**src/source/mgmt_settings.svh**
```systemverilog
`ifndef MGMT_SETTINGS_SVH
`define MGMT_SETTINGS_SVH

// --------------------------------------------------
// management frame layout in bytes
// --------------------------------------------------
`define MG_CMD_LEN    12
`define MG_NAME_LEN   6
`define MG_SN_LEN     8
`define MG_BUF_LEN    48
`define MG_REC_LEN    32

// local command argument starts after sn, command word and name
`define MG_ARG_OFS    18
`define MG_SGAP_LEN   4
`define MG_RCVR_LEN   4

// frame length counter holds 0 .. MG_BUF_LEN+1
`define MG_LEN_W      6

// recovery request queue
`define MG_RCVR_DEPTH 8

`endif
```
**src/source/mgmt_pkg.sv**
```systemverilog
`include "mgmt_settings.svh"

package mgmt_pkg;

  typedef logic [`MG_SN_LEN*8-1:0]   mg_sn_t;
  typedef logic [`MG_SGAP_LEN*8-1:0] mg_sgap_t;
  typedef logic [`MG_RCVR_LEN*8-1:0] mg_rcvr_t;

  // local command word sits between the sn and the name
  typedef logic [(`MG_CMD_LEN-`MG_SN_LEN)*8-1:0] mg_lcmd_t;

  // byte 0 of the frame is the most significant byte of data
  typedef struct packed {
    logic [`MG_BUF_LEN*8-1:0] data;
    logic [`MG_LEN_W-1:0]     len;
  } mg_frame_t;

  // identity record in the byte order of the reload frame
  typedef struct packed {
    logic [`MG_NAME_LEN*8-1:0] name;
    mg_sn_t                    sn;
    logic [31:0]               mc_addr;
    logic [15:0]               mc_port;
    logic [47:0]               src_mac;
    logic [31:0]               src_ip;
    logic [15:0]               src_port;
  } mg_ident_t;

  // --------------------------------------------------
  // command strings
  // --------------------------------------------------
  localparam logic [`MG_CMD_LEN*8-1:0]  MG_CMD_RESN  = "fonwin:resn:";
  localparam mg_lcmd_t                  MG_LCMD_SGAP = "sgap";
  localparam mg_lcmd_t                  MG_LCMD_RCVR = "rcvr";
  localparam logic [`MG_NAME_LEN*8-1:0] MG_DEV_NAME  = "f9pcap";

endpackage

```
**src/source/f9mg_ctrl_top.sv**
```systemverilog
`timescale 1ns/1ns

module f9mg_ctrl_top
  import mgmt_pkg::*;
(
  input  logic        clk_in,
  input  logic        rst_in,
  input  logic        pay_valid,
  input  logic [7:0]  pay_data,
  input  logic        pay_last,
  input  logic        rcvr_credit,
  output logic        pcap_en,
  output mg_sn_t      dev_sn,
  output logic [31:0] mcgroup_addr,
  output logic [15:0] mcgroup_port,
  output logic [47:0] src_mac,
  output logic [31:0] src_ip,
  output logic [15:0] src_port,
  output mg_sgap_t    sgap,
  output logic        rcvr_valid,
  output mg_rcvr_t    rcvr_data
);

  logic      frame_valid;
  mg_frame_t frame;
  mg_ident_t ident;
  logic      rcvr_push;
  mg_rcvr_t  rcvr_push_data;

  // --------------------------------------------------
  // frame assembly and command handlers
  // --------------------------------------------------
  mgmt_frame_buffer i_frame_buffer (
    .clk_in      (clk_in),
    .rst_in      (rst_in),
    .pay_valid   (pay_valid),
    .pay_data    (pay_data),
    .pay_last    (pay_last),
    .frame_valid (frame_valid),
    .frame       (frame)
  );

  mgmt_resn_handler i_resn_handler (
    .clk_in      (clk_in),
    .rst_in      (rst_in),
    .frame_valid (frame_valid),
    .frame       (frame),
    .ident       (ident),
    .pcap_en     (pcap_en)
  );

  mgmt_local_cmd i_local_cmd (
    .clk_in      (clk_in),
    .rst_in      (rst_in),
    .frame_valid (frame_valid),
    .frame       (frame),
    .dev_sn      (ident.sn),
    .sgap        (sgap),
    .rcvr_push   (rcvr_push),
    .rcvr_data   (rcvr_push_data)
  );

  recover_req_queue i_recover_req_queue (
    .clk_in    (clk_in),
    .rst_in    (rst_in),
    .push      (rcvr_push),
    .push_data (rcvr_push_data),
    .credit    (rcvr_credit),
    .out_valid (rcvr_valid),
    .out_data  (rcvr_data)
  );

  // identity record out to plain ports
  assign dev_sn       = ident.sn;
  assign mcgroup_addr = ident.mc_addr;
  assign mcgroup_port = ident.mc_port;
  assign src_mac      = ident.src_mac;
  assign src_ip       = ident.src_ip;
  assign src_port     = ident.src_port;

endmodule

```
**src/source/recover_req_queue.sv**
```systemverilog
`timescale 1ns/1ns
`include "mgmt_settings.svh"

module recover_req_queue
  import mgmt_pkg::*;
(
  input  logic     clk_in,
  input  logic     rst_in,
  input  logic     push,
  input  mg_rcvr_t push_data,
  input  logic     credit,
  output logic     out_valid,
  output mg_rcvr_t out_data
);

  localparam int DEPTH = `MG_RCVR_DEPTH;
  localparam int AW    = $clog2(DEPTH);

  mg_rcvr_t      mem [DEPTH];
  logic [AW-1:0] wr_ptr;
  logic [AW-1:0] rd_ptr;
  logic [AW:0]   count;
  logic [AW:0]   credits;
  logic          full;
  logic          empty;
  logic          do_push;
  logic          pop;

  assign full    = (count == (AW+1)'(DEPTH));
  assign empty   = (count == '0);
  assign do_push = push && !full;

  // one beat per cycle while entries and credits remain
  assign out_valid = !empty && (credits != '0);
  assign pop       = out_valid;
  assign out_data  = empty ? '0 : mem[rd_ptr];

  // --------------------------------------------------
  // storage and pointers
  // --------------------------------------------------
  always_ff @(posedge clk_in) begin
    if (do_push) begin
      mem[wr_ptr] <= push_data;
    end
  end

  always_ff @(posedge clk_in) begin
    if (rst_in) begin
      wr_ptr <= '0;
      rd_ptr <= '0;
      count  <= '0;
    end else begin
      if (do_push) begin
        wr_ptr <= (wr_ptr == AW'(DEPTH - 1)) ? '0 : wr_ptr + 1'b1;
      end
      if (pop) begin
        rd_ptr <= (rd_ptr == AW'(DEPTH - 1)) ? '0 : rd_ptr + 1'b1;
      end
      case ({do_push, pop})
        2'b10:   count <= count + 1'b1;
        2'b01:   count <= count - 1'b1;
        default: count <= count;
      endcase
    end
  end

  // --------------------------------------------------
  // credit counter saturating at the queue depth
  // --------------------------------------------------
  always_ff @(posedge clk_in) begin
    if (rst_in) begin
      credits <= '0;
    end else if (credit && !pop && (credits != (AW+1)'(DEPTH))) begin
      credits <= credits + 1'b1;
    end else if (!credit && pop) begin
      credits <= credits - 1'b1;
    end
  end

  credit_sat_a: assert property (@(posedge clk_in) disable iff (rst_in)
    credits <= (AW+1)'(DEPTH));

  no_credit_a: assert property (@(posedge clk_in) disable iff (rst_in)
    (credits == '0 && !credit) |=> !out_valid);

endmodule

```
**src/source/mgmt_local_cmd.sv**
```systemverilog
`timescale 1ns/1ns
`include "mgmt_settings.svh"

module mgmt_local_cmd
  import mgmt_pkg::*;
(
  input  logic      clk_in,
  input  logic      rst_in,
  input  logic      frame_valid,
  input  mg_frame_t frame,
  input  mg_sn_t    dev_sn,
  output mg_sgap_t  sgap,
  output logic      rcvr_push,
  output mg_rcvr_t  rcvr_data
);

  localparam int BUF_W  = `MG_BUF_LEN * 8;
  localparam int SN_W   = `MG_SN_LEN * 8;
  localparam int LCMD_W = $bits(mg_lcmd_t);
  localparam int ARG_HI = BUF_W - 1 - `MG_ARG_OFS * 8;

  logic                 st_valid;
  mg_lcmd_t             st_cmd;
  logic [`MG_LEN_W-1:0] st_len;
  mg_sgap_t             st_sgap_arg;
  mg_rcvr_t             st_rcvr_arg;
  logic                 sgap_hit;
  logic                 rcvr_hit;

  // --------------------------------------------------
  // stage 1 registers sn match, command word and argument
  // --------------------------------------------------
  always_ff @(posedge clk_in) begin
    if (rst_in) begin
      st_valid <= 1'b0;
    end else begin
      st_valid <= frame_valid && (frame.data[BUF_W-1 -: SN_W] == dev_sn);
    end
  end

  // the name bytes between command word and argument are ignored
  always_ff @(posedge clk_in) begin
    st_cmd      <= frame.data[BUF_W-1-SN_W -: LCMD_W];
    st_len      <= frame.len;
    st_sgap_arg <= frame.data[ARG_HI -: $bits(mg_sgap_t)];
    st_rcvr_arg <= frame.data[ARG_HI -: $bits(mg_rcvr_t)];
  end

  // --------------------------------------------------
  // stage 2 dispatch
  // --------------------------------------------------
  assign sgap_hit = st_valid && (st_cmd == MG_LCMD_SGAP)
                 && (st_len == `MG_LEN_W'(`MG_ARG_OFS + `MG_SGAP_LEN));
  assign rcvr_hit = st_valid && (st_cmd == MG_LCMD_RCVR)
                 && (st_len == `MG_LEN_W'(`MG_ARG_OFS + `MG_RCVR_LEN));

  always_ff @(posedge clk_in) begin
    if (rst_in) begin
      sgap      <= '0;
      rcvr_push <= 1'b0;
    end else begin
      rcvr_push <= rcvr_hit;
      if (sgap_hit) begin
        sgap <= st_sgap_arg;
      end
    end
  end

  always_ff @(posedge clk_in) begin
    if (rcvr_hit) begin
      rcvr_data <= st_rcvr_arg;
    end
  end

  push_vs_gap_a: assert property (@(posedge clk_in) disable iff (rst_in)
    rcvr_push |-> $stable(sgap));

endmodule

```
**src/source/mgmt_resn_handler.sv**
```systemverilog
`timescale 1ns/1ns
`include "mgmt_settings.svh"

module mgmt_resn_handler
  import mgmt_pkg::*;
(
  input  logic      clk_in,
  input  logic      rst_in,
  input  logic      frame_valid,
  input  mg_frame_t frame,
  output mg_ident_t ident,
  output logic      pcap_en
);

  localparam int BUF_W = `MG_BUF_LEN * 8;
  localparam int CMD_W = `MG_CMD_LEN * 8;
  localparam int REC_W = `MG_REC_LEN * 8;

  logic [CMD_W-1:0] cmd_field;
  logic [REC_W-1:0] rec_field;
  logic             len_ok;
  logic             resn_hit;

  // --------------------------------------------------
  // reload frame decode
  // --------------------------------------------------
  assign cmd_field = frame.data[BUF_W-1 -: CMD_W];
  assign rec_field = frame.data[BUF_W-1-CMD_W -: REC_W];

  // the record must fill the frame exactly
  assign len_ok = (frame.len == `MG_LEN_W'(`MG_CMD_LEN + `MG_REC_LEN));

  assign resn_hit = frame_valid && len_ok && (cmd_field == MG_CMD_RESN);

  // --------------------------------------------------
  // identity record
  // --------------------------------------------------
  always_ff @(posedge clk_in) begin
    if (rst_in) begin
      ident <= '0;
    end else if (resn_hit) begin
      ident <= mg_ident_t'(rec_field);
    end
  end

  // capture is enabled only for the expected device name
  always_ff @(posedge clk_in) begin
    if (rst_in) begin
      pcap_en <= 1'b0;
    end else begin
      pcap_en <= (ident.name == MG_DEV_NAME);
    end
  end

endmodule

```
**src/source/mgmt_frame_buffer.sv**
```systemverilog
`timescale 1ns/1ns
`include "mgmt_settings.svh"

module mgmt_frame_buffer
  import mgmt_pkg::*;
(
  input  logic       clk_in,
  input  logic       rst_in,
  input  logic       pay_valid,
  input  logic [7:0] pay_data,
  input  logic       pay_last,
  output logic       frame_valid,
  output mg_frame_t  frame
);

  logic [`MG_BUF_LEN*8-1:0] work_data;
  logic [`MG_BUF_LEN*8-1:0] cur_data;
  logic [`MG_BUF_LEN*8-1:0] nxt_data;
  logic [`MG_LEN_W-1:0]     wr_len;
  logic [`MG_LEN_W-1:0]     cur_len;
  logic [`MG_LEN_W-1:0]     nxt_len;
  logic                     done;

  // --------------------------------------------------
  // byte placement
  // --------------------------------------------------
  // once a frame is done the working buffer restarts empty, so a
  // byte of the next frame arriving in that cycle lands at byte 0
  always_comb begin
    cur_data = done ? '0 : work_data;
    cur_len  = done ? '0 : wr_len;
    nxt_data = cur_data;
    nxt_len  = cur_len;
    if (pay_valid) begin
      if (cur_len < `MG_BUF_LEN) begin
        nxt_data[(`MG_BUF_LEN - 1 - cur_len) * 8 +: 8] = pay_data;
      end
      // length stops at one past the buffer to flag overlong frames
      if (cur_len <= `MG_BUF_LEN) begin
        nxt_len = cur_len + 1'b1;
      end
    end
  end

  always_ff @(posedge clk_in) begin
    if (rst_in) begin
      work_data   <= '0;
      wr_len      <= '0;
      done        <= 1'b0;
      frame_valid <= 1'b0;
    end else begin
      work_data   <= nxt_data;
      wr_len      <= nxt_len;
      done        <= pay_valid && pay_last;
      frame_valid <= done;
    end
  end

  // completed frame is held until the next one
  always_ff @(posedge clk_in) begin
    if (done) begin
      frame.data <= work_data;
      frame.len  <= wr_len;
    end
  end

  frame_pulse_a: assert property (@(posedge clk_in) disable iff (rst_in)
    frame_valid |=> !frame_valid);

endmodule

```
**config.mk**
```make
export PLATFORM = sky130hd
export DESIGN_NAME = f9mg_ctrl_top
export DESIGN_NICKNAME = d
export VERILOG_FILES = /design/src/source/mgmt_pkg.sv /design/src/source/f9mg_ctrl_top.sv /design/src/source/recover_req_queue.sv /design/src/source/mgmt_local_cmd.sv /design/src/source/mgmt_resn_handler.sv /design/src/source/mgmt_frame_buffer.sv
export VERILOG_INCLUDE_DIRS = /design/src /design/src/source
export SDC_FILE = /design/constraint.sdc
export NUM_CORES = 2
export LEC_CHECK = 0
export ABC_AREA = 1
export ABC_CLOCK_PERIOD_IN_PS = 13200
export BUFFER_PORTS_ARGS = -buffer_cell sky130_fd_sc_hd__buf_2
export CORE_MARGIN = 2
export CORE_UTILIZATION = 45
export DETAILED_ROUTE_END_ITERATION = 8
export PLACE_DENSITY_LB_ADDON = 0.1
export SLEW_MARGIN = 20
export SYNTH_ARGS = -nofsm -noshare
export SYNTH_HDL_FRONTEND = slang
export SYNTH_HIERARCHICAL = 1
export SYNTH_SLANG_ARGS = --single-unit
```
**constraint.sdc**
```tcl
create_clock -name clk_in -period 13.2 [get_ports clk_in]
set_input_delay 1.98 -clock clk_in [delete_from_list [all_inputs] [get_ports clk_in]]
set_output_delay 1.98 -clock clk_in [all_outputs]
set_load 0.005 [all_outputs]
```
==> impl_metrics.json <==
{
  "fin_crit_sh": 0.458,
  "syn-cell-area_um2": 56400,
  "maxSlewViolCount": 0,
  "fin_tns_setup_ps": 0,
  "clock_path_buffers": 3,
  "globalplace.congestion": 0.959,
  "dp_cells": 8006,
  "dp_hpwl_mm": 117,
  "numCtsBuffers": 149,
  "crit_chain": "inv_4 -> buf_4 -> nand2_4 -> nor2_4 -> inv_2 -> nor2_2 -> ha_1 -> inv_2 -> nand2_1 -> nor2_1 -> nand2_1 -> nand2_1 -> nand2_1 -> nor3_2 -> nand4_1 -> nor2_2 -> nand2_2 -> o21ai_0 -> nor2_1",
  "holdCritPathClass": "reg2reg",
  "cp_slowest_cell": "buf_4",
  "portBuffers": 286,
  "grt_pass1_wl_mm": 254,
  "antenna_found_initial": 2,
  "worst_hold_slack_ps": 363,
  "dieHeight_um": 358,
  "initial_core_util": 0.455,
  "synthCells": 6394,
  "clock_latency_ps": 780,
  "max_freq_mhz": 165,
  "total_power_mw": 9.81,
  "crit_type": "reg2reg",
  "worst-path-stages": 19,
  "synth_area_per_cell_um2": 8.82,
  "ys_warn_count": 6,
  "power_density_nw_per_um2": 155,
  "synth_nets": 6428,
  "design_area_um2": 63400,
  "slew_headroom": 0.189,
  "vias": 42800,
  "drt_iter0_markers": 4086,
  "core_um2": 124000,
  "hold_depth": 0,
  "totalWireLength_mm": 173,
  "cp_common_cell": "nand2_1",
  "rsz0062_at_grt": "false",
  "cts.sinks": 1384,
  "drv_cap": 0,
  "first_pass_iters": 6,
  "num_rows": 129,
  "setup_viol": 0,
  "pre_cts_ws_ps": 7170,
  "path_clk_slew_ps": 60,
  "arrival_ps": 6690,
  "vias_per_cell": 5.17,
  "status": "finished, final reports clean",
  "ant_nets": 0,
  "finClkSkew_ps": 29.7,
  "nets": 6554,
  "cp-start-kind": "flop",
  "place_area_um2": 58500,
  "syn_to_final_growth_pct": 12.5,
  "worst_slack_ps": 7160,
  "tightest_slew_ps": 1220,
  "path_delay_family": "simple AND/OR/NAND/NOR gates",
  "cp.required_ps": 13850,
  "worstPathMaxFanout": 72,
  "grt_max_degree": 208,
  "die_area_um2": 128000,
  "leakagePower_nw": 25.3,
  "root_buffer": "clkbuf_16",
  "ios": 287,
  "crit_path_end_kind": "flop",
  "route.detailed.drc": 0,
  "die_w_um": 358,
  "cts_tree": "yes",
  "worst-path-buf-inv": 4,
  "grt-ovfl-total": 0,
  "wl_per_cell_um": 20.8,
  "min_period_ps": 6040,
  "ir_drop_mv": 0.147,
  "rr_worst_depth": 19,
  "post-route-util": 0.512,
  "htreeDepth": 4,
  "drive_gt1_frac": 0.102,
  "ctsHoldBuffers": 0,
  "grt.total_usage": 0.266,
  "cts-resized-gates": 0,
  "critPathMaxStageDelay_ps": 820,
  "hold_viol": 0,
  "grt_pass1_vias": 40200,
  "postCtsSetupBuffers": 0,
  "instances_no_fill": 8285
}
[per-layer routing]
metal | vias up | global-route usage | part of all wire
met4 | 0 | 0.139 | 0.054
li1 | 20800 | - | -
met1 | 20300 | 0.339 | 0.41
met3 | 370 | 0.0438 | 0.059
met2 | 1268 | 0.436 | 0.47
met5 | - | 0 | 0
[final timing paths]
| kind | start | to | slack, ps |
|---|---|---|---|
| worst max register to register | i_frame_buffer/done$_SDFF_PP0_ | i_frame_buffer/work_data[200]$_SDFF_PP0_ | 7160 |
| worst min-delay path | i_frame_buffer/frame[233]$_DFFE_PP_ | i_local_cmd/st_rcvr_arg[19]$_DFF_P_ | 360 |
| worst max-delay path | i_frame_buffer/done$_SDFF_PP0_ | i_frame_buffer/work_data[200]$_SDFF_PP0_ | 7160 |
| worst min register to register | i_frame_buffer/frame[233]$_DFFE_PP_ | i_local_cmd/st_rcvr_arg[19]$_DFF_P_ | 360 |
[sequential cells by signal (all words and copies together), names as in the netlist, named ones only]
register                     cells
i_frame_buffer/done              1
i_recover_req_queue/mem        256
i_recover_req_queue/wr_ptr       3
i_frame_buffer/work_data       352
i_resn_handler/pcap_en           1
i_local_cmd/st_rcvr_arg         32
i_local_cmd/rcvr_push            1
i_resn_handler/ident           256
i_frame_buffer/frame           358
i_local_cmd/st_len               6
i_local_cmd/st_cmd              32
i_local_cmd/st_valid             1
i_frame_buffer/wr_len            6
i_frame_buffer/frame_valid       1
i_recover_req_queue/rd_ptr       3
i_local_cmd/rcvr_data           32
i_recover_req_queue/credits      4
i_local_cmd/sgap                32
i_recover_req_queue/count        4
[power breakdown]
part / switching (mW) / internal [mW] / total [mW] / leakage (nW)
Clock: 1.73 / 2.44 / 4.18 / 2.40
Combinational: 0.709 / 0.312 / 1.02 / 11.0
Sequential: 0.0884 / 4.52 / 4.61 / 11.9
[cells in the final DEF (no fill, tap or decap), types with 13 or more instances in the layout]
cell type and instances:
ha_1 19, nor2_2 35, nor2_1 1491, a21oi_1 191, clkbuf_16 152, o21ai_0 231
nor3_1 43, inv_1 739, bufinv_16 13, nand3_1 331, o22ai_1 41, mux2i_1 32
nand3b_1 36, nand4_1 245, dfxtp_1 735, clkinv_2 31, xnor2_1 23, nand2_1 1022
buf_2 285, nand2_2 13, clkinv_1 17, clkbuf_1 36, o21ai_1 73, edfxtp_1 646
buf_4 58
[area by class of cell]
class                   instances  area [um^2]
fillers                     11700        60500
flip-flops and latches       1384        34200
multi-input cells            3883        17500
clock buffers                 199         4090
inverters                     756         2860
well taps                    1637         2050
repair buffers                346         1910
clock inverters                79          802
diodes                          1         2.50
No activity file was read; power rests on OpenSTA's default activity.
